### config.mk
export PLATFORM = sky130hd
export DESIGN_NAME = insn_frontend_top
export DESIGN_NICKNAME = d
export VERILOG_FILES = /design/src/hdl/insn_pkg.sv /design/src/hdl/insn_fetch_port.sv /design/src/hdl/insn_decoder.sv /design/src/hdl/insn_fifo.sv /design/src/hdl/insn_issue_port.sv /design/src/hdl/insn_frontend_top.sv
export SDC_FILE = /design/constraint.sdc
export NUM_CORES = 1
export LEC_CHECK = 0
export BUFFER_PORTS_ARGS = -buffer_cell sky130_fd_sc_hd__buf_4
export CAP_MARGIN = 30
export CORE_AREA = 8 8 343 345
export CTS_CLUSTER_SIZE = 12
export DETAILED_ROUTE_END_ITERATION = 6
export DIE_AREA = 0 0 351 353
export GPL_TIMING_DRIVEN = 0
export MAX_ROUTING_LAYER = met4
export SYNTH_ARGS = -nofsm -noshare
export SYNTH_HDL_FRONTEND = slang
export SYNTH_SLANG_ARGS = --single-unit
### constraint.sdc
create_clock -name clk -period 4.15 [get_ports clk]
set_clock_uncertainty 0.15 [all_clocks]
set_input_delay 0.415 -clock clk [delete_from_list [all_inputs] [get_ports clk]]
set_output_delay 0.415 -clock clk [all_outputs]
set_load 0.02 [all_outputs]
### src/hdl/insn_pkg.sv
package insn_pkg;

	// ==================================================
	// Instruction format widths
	// ==================================================

	// Every instruction is one 32-bit word
	localparam int insn_w = 32;
	localparam int reg_idx_w = 5;
	localparam int opcode_w = 6;

	// A decoded record holds pc, opcode, rd, rs1, rs2, imm, uses_imm and illegal
	localparam int dec_rec_w = 32 + opcode_w + 3 * reg_idx_w + 32 + 1 + 1;

	// Opcode class bits
	// Bit 5 selects the I form, bit 4 picks zero extension of the immediate
	localparam int op_imm_bit = 5;
	localparam int op_zext_bit = 4;

	// ==================================================
	// Instruction word, seen in its two forms
	// ==================================================

	// Both forms share opcode, rd and rs1 in the upper 16 bits
	typedef union packed {
		struct packed {
			logic [opcode_w-1:0]  opcode;
			logic [reg_idx_w-1:0] rd;
			logic [reg_idx_w-1:0] rs1;
			logic [reg_idx_w-1:0] rs2;
			logic [10:0]          func;
		} r;
		struct packed {
			logic [opcode_w-1:0]  opcode;
			logic [reg_idx_w-1:0] rd;
			logic [reg_idx_w-1:0] rs1;
			logic [15:0]          imm;
		} i;
	} insn_word_u;

endpackage

### src/hdl/insn_fetch_port.sv
`timescale 1ns/1ps

module insn_fetch_port #(
	parameter logic [31:0] reset_pc = 32'h0000_0000
) (
	input  logic                      clk,
	input  logic                      rst,
	input  logic                      fetch_req,
	input  logic [insn_pkg::insn_w-1:0] fetch_word,
	output logic                      fetch_ack,
	input  logic                      fifo_almost_full,
	output logic                      word_valid,
	output logic [insn_pkg::insn_w-1:0] word,
	output logic [31:0]               pc
);

	// Handshake states
	localparam logic st_idle = 1'b0;
	localparam logic st_acked = 1'b1;

	logic state;
	// Address that the next accepted word will carry
	logic [31:0] next_pc;

	// Ack is high for exactly as long as the machine sits in the acked state
	assign fetch_ack = (state == st_acked);

	// ==================================================
	// Handshake and program counter
	// ==================================================

	always_ff @(posedge clk) begin
		if (rst) begin
			state <= st_idle;
			word_valid <= 1'b0;
			next_pc <= reset_pc;
		end else begin
			// The capture pulse only lasts one cycle
			word_valid <= 1'b0;
			case (state)
				st_idle: begin
					// Hold off the source while the FIFO is nearly full
					if (fetch_req && !fifo_almost_full) begin
						state <= st_acked;
						word_valid <= 1'b1;
						next_pc <= next_pc + 32'd4;
					end
				end
				default: begin
					// Wait for the source to drop req, then release ack
					if (!fetch_req)
						state <= st_idle;
				end
			endcase
		end
	end

	// Word and pc are captured together when a request is accepted
	always_ff @(posedge clk) begin
		if (state == st_idle && fetch_req && !fifo_almost_full) begin
			word <= fetch_word;
			pc <= next_pc;
		end
	end

	// Ack may only rise in answer to a request from the source
	a_ack_needs_req: assert property (@(posedge clk) disable iff (rst)
		$rose(fetch_ack) |-> $past(fetch_req));

endmodule

### src/hdl/insn_decoder.sv
`timescale 1ns/1ps

module insn_decoder (
	input  logic                         clk,
	input  logic                         rst,
	input  logic                         word_valid,
	input  logic [insn_pkg::insn_w-1:0]    word,
	input  logic [31:0]                  pc,
	output logic                         dec_valid,
	output logic [31:0]                  dec_pc,
	output logic [insn_pkg::opcode_w-1:0]  dec_opcode,
	output logic [insn_pkg::reg_idx_w-1:0] dec_rd,
	output logic [insn_pkg::reg_idx_w-1:0] dec_rs1,
	output logic [insn_pkg::reg_idx_w-1:0] dec_rs2,
	output logic [31:0]                  dec_imm,
	output logic                         dec_uses_imm,
	output logic                         dec_illegal
);

	import insn_pkg::*;

	// The same bits read through both instruction forms
	insn_word_u insn;

	logic [reg_idx_w-1:0] rs2_d;
	logic [31:0] imm_d;
	logic uses_imm_d;
	logic illegal_d;

	assign insn = word;

	// ==================================================
	// Form selection and field extraction
	// ==================================================

	always_comb begin
		if (insn.r.opcode[op_imm_bit]) begin
			// I form has no second source register
			rs2_d = '0;
			uses_imm_d = 1'b1;
			illegal_d = 1'b0;
			if (insn.i.opcode[op_zext_bit])
				imm_d = {16'd0, insn.i.imm};
			else
				imm_d = {{16{insn.i.imm[15]}}, insn.i.imm};
		end else begin
			rs2_d = insn.r.rs2;
			imm_d = 32'd0;
			uses_imm_d = 1'b0;
			// Only the low six function bits are defined
			illegal_d = |insn.r.func[10:6];
		end
	end

	// Valid is the only control bit here
	always_ff @(posedge clk) begin
		if (rst)
			dec_valid <= 1'b0;
		else
			dec_valid <= word_valid;
	end

	// Decoded fields are loaded only when a new word arrives
	always_ff @(posedge clk) begin
		if (word_valid) begin
			dec_pc <= pc;
			dec_opcode <= insn.r.opcode;
			dec_rd <= insn.r.rd;
			dec_rs1 <= insn.r.rs1;
			dec_rs2 <= rs2_d;
			dec_imm <= imm_d;
			dec_uses_imm <= uses_imm_d;
			dec_illegal <= illegal_d;
		end
	end

endmodule

### src/hdl/insn_fifo.sv
`timescale 1ns/1ps

module insn_fifo #(
	parameter int fifo_depth = 16
) (
	input  logic                          clk,
	input  logic                          rst,
	input  logic                          wr,
	input  logic [insn_pkg::dec_rec_w-1:0] din,
	input  logic                          rd,
	output logic [insn_pkg::dec_rec_w-1:0] dout,
	output logic [$clog2(fifo_depth):0]    cnt,
	output logic                          almost_full,
	output logic                          full,
	output logic                          empty,
	output logic                          v
);

	import insn_pkg::*;

	localparam int ptr_w = $clog2(fifo_depth);
	localparam int cnt_w = ptr_w + 1;

	logic [dec_rec_w-1:0] mem [fifo_depth];
	logic [ptr_w-1:0] wr_ptr;
	logic [ptr_w-1:0] rd_ptr;

	// Pointers wrap at the depth, which need not be a power of two
	function automatic logic [ptr_w-1:0] next_ptr(input logic [ptr_w-1:0] p);
		if (p == ptr_w'(fifo_depth - 1))
			return '0;
		return p + 1'b1;
	endfunction

	// ==================================================
	// Pointer update
	// ==================================================

	// Read and write advance independently, so a push and pop in one cycle
	// leave the count unchanged
	always_ff @(posedge clk) begin
		if (rst) begin
			wr_ptr <= '0;
			rd_ptr <= '0;
		end else begin
			if (wr)
				wr_ptr <= next_ptr(wr_ptr);
			if (rd)
				rd_ptr <= next_ptr(rd_ptr);
		end
	end

	always_ff @(posedge clk) begin
		if (wr)
			mem[wr_ptr] <= din;
	end

	// The head is visible without a clock
	assign dout = mem[rd_ptr];

	// ==================================================
	// Occupancy and status flags
	// ==================================================

	always_comb begin
		if (wr_ptr >= rd_ptr)
			cnt = cnt_w'(wr_ptr) - cnt_w'(rd_ptr);
		else
			cnt = cnt_w'(fifo_depth) + cnt_w'(wr_ptr) - cnt_w'(rd_ptr);
	end

	// One slot stays unused, so equal pointers always mean empty
	assign full = (cnt == cnt_w'(fifo_depth - 1));
	assign almost_full = (cnt > cnt_w'(fifo_depth - 5));
	assign empty = (cnt == '0);
	assign v = !empty;

	// Back-pressure upstream must stop writes before the last slot is used
	a_no_wr_full: assert property (@(posedge clk) disable iff (rst) full |-> !wr);
	// The issue stage pops only when it has seen valid data
	a_no_rd_empty: assert property (@(posedge clk) disable iff (rst) empty |-> !rd);

endmodule

### src/hdl/insn_issue_port.sv
`timescale 1ns/1ps

module insn_issue_port (
	input  logic                          clk,
	input  logic                          rst,
	input  logic                          fifo_v,
	input  logic [insn_pkg::dec_rec_w-1:0] fifo_dout,
	output logic                          fifo_rd,
	output logic                          issue_req,
	input  logic                          issue_ack,
	output logic [insn_pkg::dec_rec_w-1:0] issue_rec
);

	import insn_pkg::*;

	// Three handshake states
	localparam logic [1:0] st_idle = 2'd0;
	localparam logic [1:0] st_wait_hi = 2'd1;
	localparam logic [1:0] st_wait_lo = 2'd2;

	logic [1:0] state;
	// Popped record, held steady for the whole handshake
	logic [dec_rec_w-1:0] hold;

	// Pop as soon as the stage is free and the FIFO has something
	assign fifo_rd = (state == st_idle) && fifo_v;
	assign issue_req = (state == st_wait_hi);
	assign issue_rec = hold;

	// ==================================================
	// Downstream handshake
	// ==================================================

	always_ff @(posedge clk) begin
		if (rst) begin
			state <= st_idle;
		end else begin
			case (state)
				st_idle:
					if (fifo_v)
						state <= st_wait_hi;
				st_wait_hi:
					// Drop req once the consumer has taken the record
					if (issue_ack)
						state <= st_wait_lo;
				default:
					if (!issue_ack)
						state <= st_idle;
			endcase
		end
	end

	always_ff @(posedge clk) begin
		if (fifo_rd)
			hold <= fifo_dout;
	end

	// A pending request is never withdrawn before the consumer answers
	a_req_held: assert property (@(posedge clk) disable iff (rst)
		issue_req && !issue_ack |=> issue_req);

endmodule

### src/hdl/insn_frontend_top.sv
`timescale 1ns/1ps

module insn_frontend_top #(
	parameter int fifo_depth = 16,
	parameter logic [31:0] reset_pc = 32'h0000_0000
) (
	input  logic                          clk,
	input  logic                          rst,
	input  logic                          fetch_req,
	input  logic [insn_pkg::insn_w-1:0]     fetch_word,
	output logic                          fetch_ack,
	output logic                          issue_req,
	input  logic                          issue_ack,
	output logic [31:0]                   issue_pc,
	output logic [insn_pkg::opcode_w-1:0]   issue_opcode,
	output logic [insn_pkg::reg_idx_w-1:0]  issue_rd,
	output logic [insn_pkg::reg_idx_w-1:0]  issue_rs1,
	output logic [insn_pkg::reg_idx_w-1:0]  issue_rs2,
	output logic [31:0]                   issue_imm,
	output logic                          issue_uses_imm,
	output logic                          issue_illegal
);

	import insn_pkg::*;

	// Fetch to decode
	logic word_valid;
	logic [insn_w-1:0] word;
	logic [31:0] pc;

	// Decode to FIFO
	logic dec_valid;
	logic [31:0] dec_pc;
	logic [opcode_w-1:0] dec_opcode;
	logic [reg_idx_w-1:0] dec_rd;
	logic [reg_idx_w-1:0] dec_rs1;
	logic [reg_idx_w-1:0] dec_rs2;
	logic [31:0] dec_imm;
	logic dec_uses_imm;
	logic dec_illegal;

	// FIFO to issue
	logic [dec_rec_w-1:0] fifo_din;
	logic [dec_rec_w-1:0] fifo_dout;
	logic fifo_rd;
	logic fifo_v;
	logic fifo_almost_full;
	logic [dec_rec_w-1:0] issue_rec;

	// ==================================================
	// Record packing, pc in the top bits down to the illegal flag
	// ==================================================

	assign fifo_din = {dec_pc, dec_opcode, dec_rd, dec_rs1, dec_rs2,
		dec_imm, dec_uses_imm, dec_illegal};
	assign {issue_pc, issue_opcode, issue_rd, issue_rs1, issue_rs2,
		issue_imm, issue_uses_imm, issue_illegal} = issue_rec;

	insn_fetch_port #(.reset_pc(reset_pc)) fetch0 (
		.clk(clk), .rst(rst),
		.fetch_req(fetch_req), .fetch_word(fetch_word), .fetch_ack(fetch_ack),
		.fifo_almost_full(fifo_almost_full),
		.word_valid(word_valid), .word(word), .pc(pc)
	);

	insn_decoder dec0 (
		.clk(clk), .rst(rst),
		.word_valid(word_valid), .word(word), .pc(pc),
		.dec_valid(dec_valid), .dec_pc(dec_pc), .dec_opcode(dec_opcode),
		.dec_rd(dec_rd), .dec_rs1(dec_rs1), .dec_rs2(dec_rs2), .dec_imm(dec_imm),
		.dec_uses_imm(dec_uses_imm), .dec_illegal(dec_illegal)
	);

	// Count, full and empty are only watched inside the FIFO itself
	insn_fifo #(.fifo_depth(fifo_depth)) fifo0 (
		.clk(clk), .rst(rst),
		.wr(dec_valid), .din(fifo_din), .rd(fifo_rd), .dout(fifo_dout),
		.cnt(), .almost_full(fifo_almost_full), .full(), .empty(), .v(fifo_v)
	);

	insn_issue_port issue0 (
		.clk(clk), .rst(rst),
		.fifo_v(fifo_v), .fifo_dout(fifo_dout), .fifo_rd(fifo_rd),
		.issue_req(issue_req), .issue_ack(issue_ack), .issue_rec(issue_rec)
	);

endmodule

## Word-level counts from Yosys, hierarchy flattened

Memory sizes are Yosys's and may differ from the RTL's. A register that Yosys moved wholly into a read port is not among the register bits.
Cells that the tools add are included.

- $add $sub $neg: 6
- Order comparisons: 2
- Equal/unequal tests: 6
- Multiplexer cells: 21
- Bitwise operators: 2
- Reductions and logical operators: 13

Operator list:

| cell | count |
|---|---|
| adder 32 x 3 -> 32 bit, second input constant | 1 |
| 2-to-1 mux 4 bit | 4 |
| 2-to-1 mux 1 bit | 12 |
| adder 4 x 1 -> 4 bit, second input constant | 2 |
| == test 4 bit, second input constant | 2 |
| 2-to-1 mux 2 bit | 3 |
| adder 5 x 4 -> 5 bit, first input constant | 1 |
| > comparator 5 x 4 -> 1 bit, second input constant | 1 |
| logical NOT 5 bit | 1 |
| 2-to-1 mux 5 bit | 1 |
| OR reduction 5 bit | 1 |
| subtractor 4 x 4 -> 5 bit | 1 |
| subtractor 5 x 4 -> 5 bit | 1 |
| >= comparator 4 bit | 1 |
| logical AND 1 bit | 4 |
| one-hot mux 2 bit (2 select lines) | 1 |
| OR reduction 2 bit | 2 |
| inequality test 3 x 2 -> 1 bit, second input constant | 1 |
| AND reduction 3 bit | 1 |
| == test 2 x 1 -> 1 bit, second input constant | 1 |
| logical NOT 1 bit | 2 |
| logical NOT 2 bit | 1 |
| inequality test 2 x 1 -> 1 bit, second input constant | 1 |
| inequality test 2 bit, second input constant | 1 |
| other kinds (2) | 3 |

- Bits in registers: 181
- Memory bits (writable): 1392
- Input port bits: 36
- Output and inout bits: 89
- Logic and storage cells: 69
- Memories: 1

Memories:

| name | words | width | read ports | clocked after Yosys merged registers in | write ports | RTL line | text |
|---|---|---|---|---|---|---|---|
| fifo0.mem | 16 | 87 | 1 | 1 | 1 | insn_fifo.sv:24 | `logic [dec_rec_w-1:0] mem [fifo_depth];` |

## Depth between registers and ports, before layout

- Depth after elaboration: 9
- Gate-level depth with buffers: 12
- Depth with buffers taken out: 9

## Hierarchy

From an unflattened synthesis, not the netlist that was laid out.

- Cells, all modules: 2675
- Area, all modules: 61296.3 sq um

By module, submodules not included:

| module | instances | cells each | area each (sq um) | sequential area each (sq um) |
|---|---|---|---|---|
| insn_fifo | 1 | 2219 | 52716.8 | 42040.3 |
| insn_fetch_port | 1 | 242 | 3430.8 | 2502.4 |
| insn_issue_port | 1 | 98 | 2708.8 | 2652.5 |
| insn_decoder | 1 | 116 | 2439.8 | 2152.1 |

## Worst setup path before layout

Ideal clock, no wire load.

- Kind: flip-flop to flip-flop
- Start: reg fifo0.rd_ptr[1]
- End: reg fifo0.rd_ptr[2]
- Library setup time: 0.120 ns
- Arrival: 4.033 ns
- Required time: 3.880 ns
- Setup slack: -0.153 ns
- Cell stages (with the launch flop): 13
- Buffers on the path: 3
- Clock period less this slack: 4.303 ns
- Path through: dfxtp_1 -> buf_2 -> clkbuf_1 -> clkbuf_1 -> inv_1 -> ha_1 -> nand2_1 -> o21ai_2 -> xor2_1 -> o41ai_4 -> inv_1 -> a211oi_1 -> a31o_2

- Word-level cells in the longest chain between the ends: 5
- Elaborated cells between the ends (all ways): 13
- Classes of those cells: add/sub: 3; order compare: 1; eq/ne: 1; mux: 5; reduce/logical: 3

Ends and longest elaborated chain:

| item | RTL line | text |
|---|---|---|
| from (decl) | insn_fifo.sv:26 | `logic [ptr_w-1:0] rd_ptr;` |
| from (signal assigned) | insn_fifo.sv:49 | `rd_ptr <= next_ptr(rd_ptr);` |
| subtractor 5 x 4 -> 5 bit (tied with other cells) | insn_fifo.sv:69 | `cnt = cnt_w'(fifo_depth) + cnt_w'(wr_ptr) - cnt_w'(rd_ptr);` |
| 2-to-1 mux 5 bit (*) | insn_fifo.sv:66 | `if (wr_ptr >= rd_ptr)` |
| logical NOT 5 bit (*) | insn_fifo.sv:75 | `assign empty = (cnt == '0);` |
| logical NOT 1 bit (*) | insn_fifo.sv:76 | `assign v = !empty;` |
| logical AND 1 bit (*) | insn_issue_port.sv:26 | `assign fifo_rd = (state == st_idle) && fifo_v;` |
| named net fifo0.rd | insn_fifo.sv:10 | `input logic rd,` |

The timed path passes the listed nets; every way through them passes the cells marked *. The select of a mux whose other input is x is not followed.
A chain may end at the register's enable or synchronous reset.

## Final worst setup path

- Start: reg fifo0.rd_ptr[2]
- End: reg issue0.hold[45], in the netlist issue0.issue_rec[45] (read register of fifo0.mem), enable pin

- Word-level cells in the longest chain between the ends: 5
- Elaborated cells between the ends (all ways): 7
- Classes of those cells: add/sub: 2; order compare: 1; mux: 1; reduce/logical: 3

Ends and longest elaborated chain:

| item | RTL line | text |
|---|---|---|
| subtractor 5 x 4 -> 5 bit (tied with other cells) | insn_fifo.sv:69 |  |
| 2-to-1 mux 5 bit (*) | insn_fifo.sv:66 |  |
| logical NOT 5 bit (*) | insn_fifo.sv:75 |  |
| logical NOT 1 bit (*) | insn_fifo.sv:76 |  |
| logical AND 1 bit (*) | insn_issue_port.sv:26 |  |
| named net fifo0.rd | insn_fifo.sv:10 |  |
| to (decl) | insn_issue_port.sv:23 | `logic [dec_rec_w-1:0] hold;` |

The timed path passes the listed nets; every way through them passes the cells marked *.

==> run metrics <==
commonest non-fill, non-tap cell in the layout=edfxtp_1; CP peak stage delay=0.66 ns; top-area cell type share of the netlist area=78.4%; Seq/Total Area, Yosys=80.1%; cts bufs inserted=141; Tightest Hold Check Type=in -> reg; Synth Instances=2053; post-layout util=51.9%; Initial Utilization=44.6%; non-filler cells, final=3974; CTS root buffer=clkbuf_16; status=finished, final reports clean; dpl cells=3708; clk sinks=1347; Die W=351 um; Worst Path Max Fanout=25; R2R depth=11; Routed WL=115000 um; row count=123; post-route ant nets=0; DRC Markers=0; syn avg cell area=24.3 um^2; max frequency=251 MHz; yosys synthesis warning count=0; worst vdd ir=0.477 mV; critical path class=reg -> reg; wire length of the first global-routing pass=165000 um; post-synthesis cell type count=52; drt initial violations=2340; cell mode on critical path=buf_12; critical path required time=4.46 ns; crit path DAT=4.31 ns; PnR Total Power=36.9 mW; Top delay family on crit path=buffers and inverters; largest net degree at the start of global routing=42; WL/cell=28.9 um; largest area contributor in the netlist=edfxtp_1; vias per cell=5.70; Clk Latency, worst-skew pair=0.74 ns; grt ovf=0; Design Area, Final=58100 um^2; fraction of registers with async set/reset=0%; DP HPWL=65000 um; hold endpoint=fifo0.rd_ptr[2]$_SDFFE_PP0P_; TritonCTS clock tree=yes; #FFs+latches synth=1347; IO Pins=125; layout cells sized above 1=31.1%; Tmin final=3.99 ns; area delta synth->final=16.3%; Top FF cell, synth=edfxtp_1; All-Layer GR Usage=19.1%; EDFF count, synth=1304; headroom to the max-slew limit=32.7%; synthesized cell area=50000 um^2; CP max-delay cell=o41ai_4; Placed Area=53500 um^2; pwr/cell area=635 nW/um^2; CP Buf/Inv Count=6; crit-path cells=inv_2 -> buf_6 -> ha_1 -> a21oi_1 -> o21ai_2 -> xor2_1 -> o41ai_4 -> clkinvlp_4 -> buf_12 -> buf_12 -> buf_12; # nets final=2429; Final Max Tran Viols=0; Die Area=124000 um^2; number of buffers added on ports=121; worst min-delay path startpoint=rst; Pleak=18.1 nW; part of the cycle the worst path needs=96.2%; dominant cells by area after synthesis=edfxtp_1, mux4_2, dfxtp_1; max-cap violations=0; crit start category=register; Critical Path End Type=register; DR vias=22700; reg-to-reg endpoint=issue0.issue_rec[45]$_DFFE_PP_; Placer Congestion=0.737; Core Region=112000 um^2; ant diodes=0; CTS Buffer Depth=3; leading cell types in the layout, fill and taps excluded=edfxtp_1, mux4_2, clkbuf_16, buf_4, clkbuf_1; worst r2r src=fifo0.rd_ptr[2]$_SDFFE_PP0P_; drt pass-1 iters=5; R2R setup slack=0.16 ns; final hold violation count=0; Setup-failing EPs final=0; Worst-path clk slew=0.06 ns; htree depth=4; number of global-route vias before repair=23800; Hold Path Depth=3; die height=353 um; antenna violations before repair=2; unrepaired setup endpoints after global routing=no; worst slew pin tran=1.01 ns
[per-stage QoR]
step,TNS (ns),worst slack (ns),hold WS [ns]
2_1_floorplan,0,0.00224,0.250
3_3_place_gp,-1793.89,-2.69,0.251
3_5_place_dp,-126.59,-1.26,0.255
4_1_cts,0,0.198,0.0864
5_1_grt,0,0.116,0.160
6_report,0,0.159,0.135
[routing by layer]
metal  share of wire, %  vias to the layer above  GRT usage (%)
met5                  0                        -              -
met4                2.0                        0           4.64
met3                6.4                      164           3.27
met2                 51                      842           31.0
met1                 41                    12200           25.3
li1                   -                     9413              -
[what timing repair did]
action,4_1_cts,5_1_grt
endpoints found under the setup margin,167,4
gates resized for setup,1,0
hold buffers,34,0
endpoints found under the hold margin,35,0
setup buffers,1,0
[power breakdown]
group	internal (mW)	switching, mW
Sequential	16.6	0.832
Clock	6.85	4.90
Combinational	3.47	4.20
[cell type report]
type                            instances  area (um^2)
Fill cell                            8615        53800
Sequential cell                      1347        40000
Multi-Input combinational cell        582         9380
Clock buffer                          196         4040
Timing Repair Buffer                  189         1970
Tap cell                             1500         1880
Buffer                                105          527
Clock inverter                         39          236
Inverter                               16         66.3
[worst max path at each step]
stage          slack (ns)  cells past startpoint                    startpoint                              to
2_1_floorplan       0.002                     12  fifo0.rd_ptr[1]$_SDFFE_PP0P_    fifo0.rd_ptr[2]$_SDFFE_PP0P_
3_3_place_gp        -2.69                     10  fifo0.rd_ptr[1]$_SDFFE_PP0P_  issue0.issue_rec[45]$_DFFE_PP_
3_5_place_dp        -1.26                     13  fifo0.rd_ptr[1]$_SDFFE_PP0P_  issue0.issue_rec[45]$_DFFE_PP_
4_1_cts              0.20                     10  fifo0.rd_ptr[3]$_SDFFE_PP0P_       fetch0.word[25]$_DFFE_PP_
5_1_grt              0.12                     11  fifo0.rd_ptr[1]$_SDFFE_PP0P_  issue0.issue_rec[59]$_DFFE_PP_
6_report             0.16                     11  fifo0.rd_ptr[2]$_SDFFE_PP0P_  issue0.issue_rec[45]$_DFFE_PP_
[synth_stat cells, types with 2 or more instances]
| library cell | count |
|---|---|
| nand4_1 | 5 |
| clkbuf_1 | 47 |
| nor3_2 | 2 |
| inv_1 | 15 |
| and2_1 | 32 |
| buf_4 | 20 |
| or3_2 | 5 |
| nand2b_1 | 4 |
| edfxtp_1 | 1304 |
| nor2_1 | 16 |
| xor2_1 | 4 |
| and3_1 | 4 |
| buf_1 | 8 |
| o31ai_1 | 10 |
| nand3_1 | 12 |
| ha_1 | 10 |
| xnor2_1 | 2 |
| buf_6 | 2 |
| nand2_1 | 15 |
| or4_1 | 10 |
| and4_1 | 2 |
| o21ai_2 | 3 |
| mux4_2 | 345 |
| o21ai_0 | 18 |
| nor2b_1 | 11 |
| buf_2 | 32 |
| nor3b_1 | 2 |
| dfxtp_1 | 43 |
| mux2i_1 | 3 |
| a211oi_1 | 2 |
| or3_1 | 11 |
| a21oi_1 | 34 |
[tightest hold or removal path: cells and delay by family]
family,cells,cell delay (ns)
buf+inv,1,0.25
simple gates,1,0.17
compound gates,1,0.15
[logic make-up (layout without fill, tap and decap cells)]
| family | count (synthesis) | in the layout | synth area share [%] |
|---|---|---|---|
| fa+ha+maj | 11 | 11 | 0.291 |
| buf+inv | 125 | 545 | 1.20 |
| other cells | 1 | 2 | 0.00751 |
| xor+xnor | 6 | 6 | 0.105 |
| compound gates | 77 | 77 | 0.987 |
| mux | 349 | 349 | 15.6 |
| simple gates | 137 | 137 | 1.66 |
| flops | 1347 | 1347 | 80.1 |
[sequential cells by signal (all words and copies together), names as in the netlist, 17 cells and up]
signal,flops
fetch0.word,32
fetch0.next_pc,30
dec0.dec_imm,17
fifo0.mem,1104
dec0.dec_pc,30
issue0.issue_rec,69
fetch0.pc,30
No activity file was read; power rests on OpenSTA's default activity.
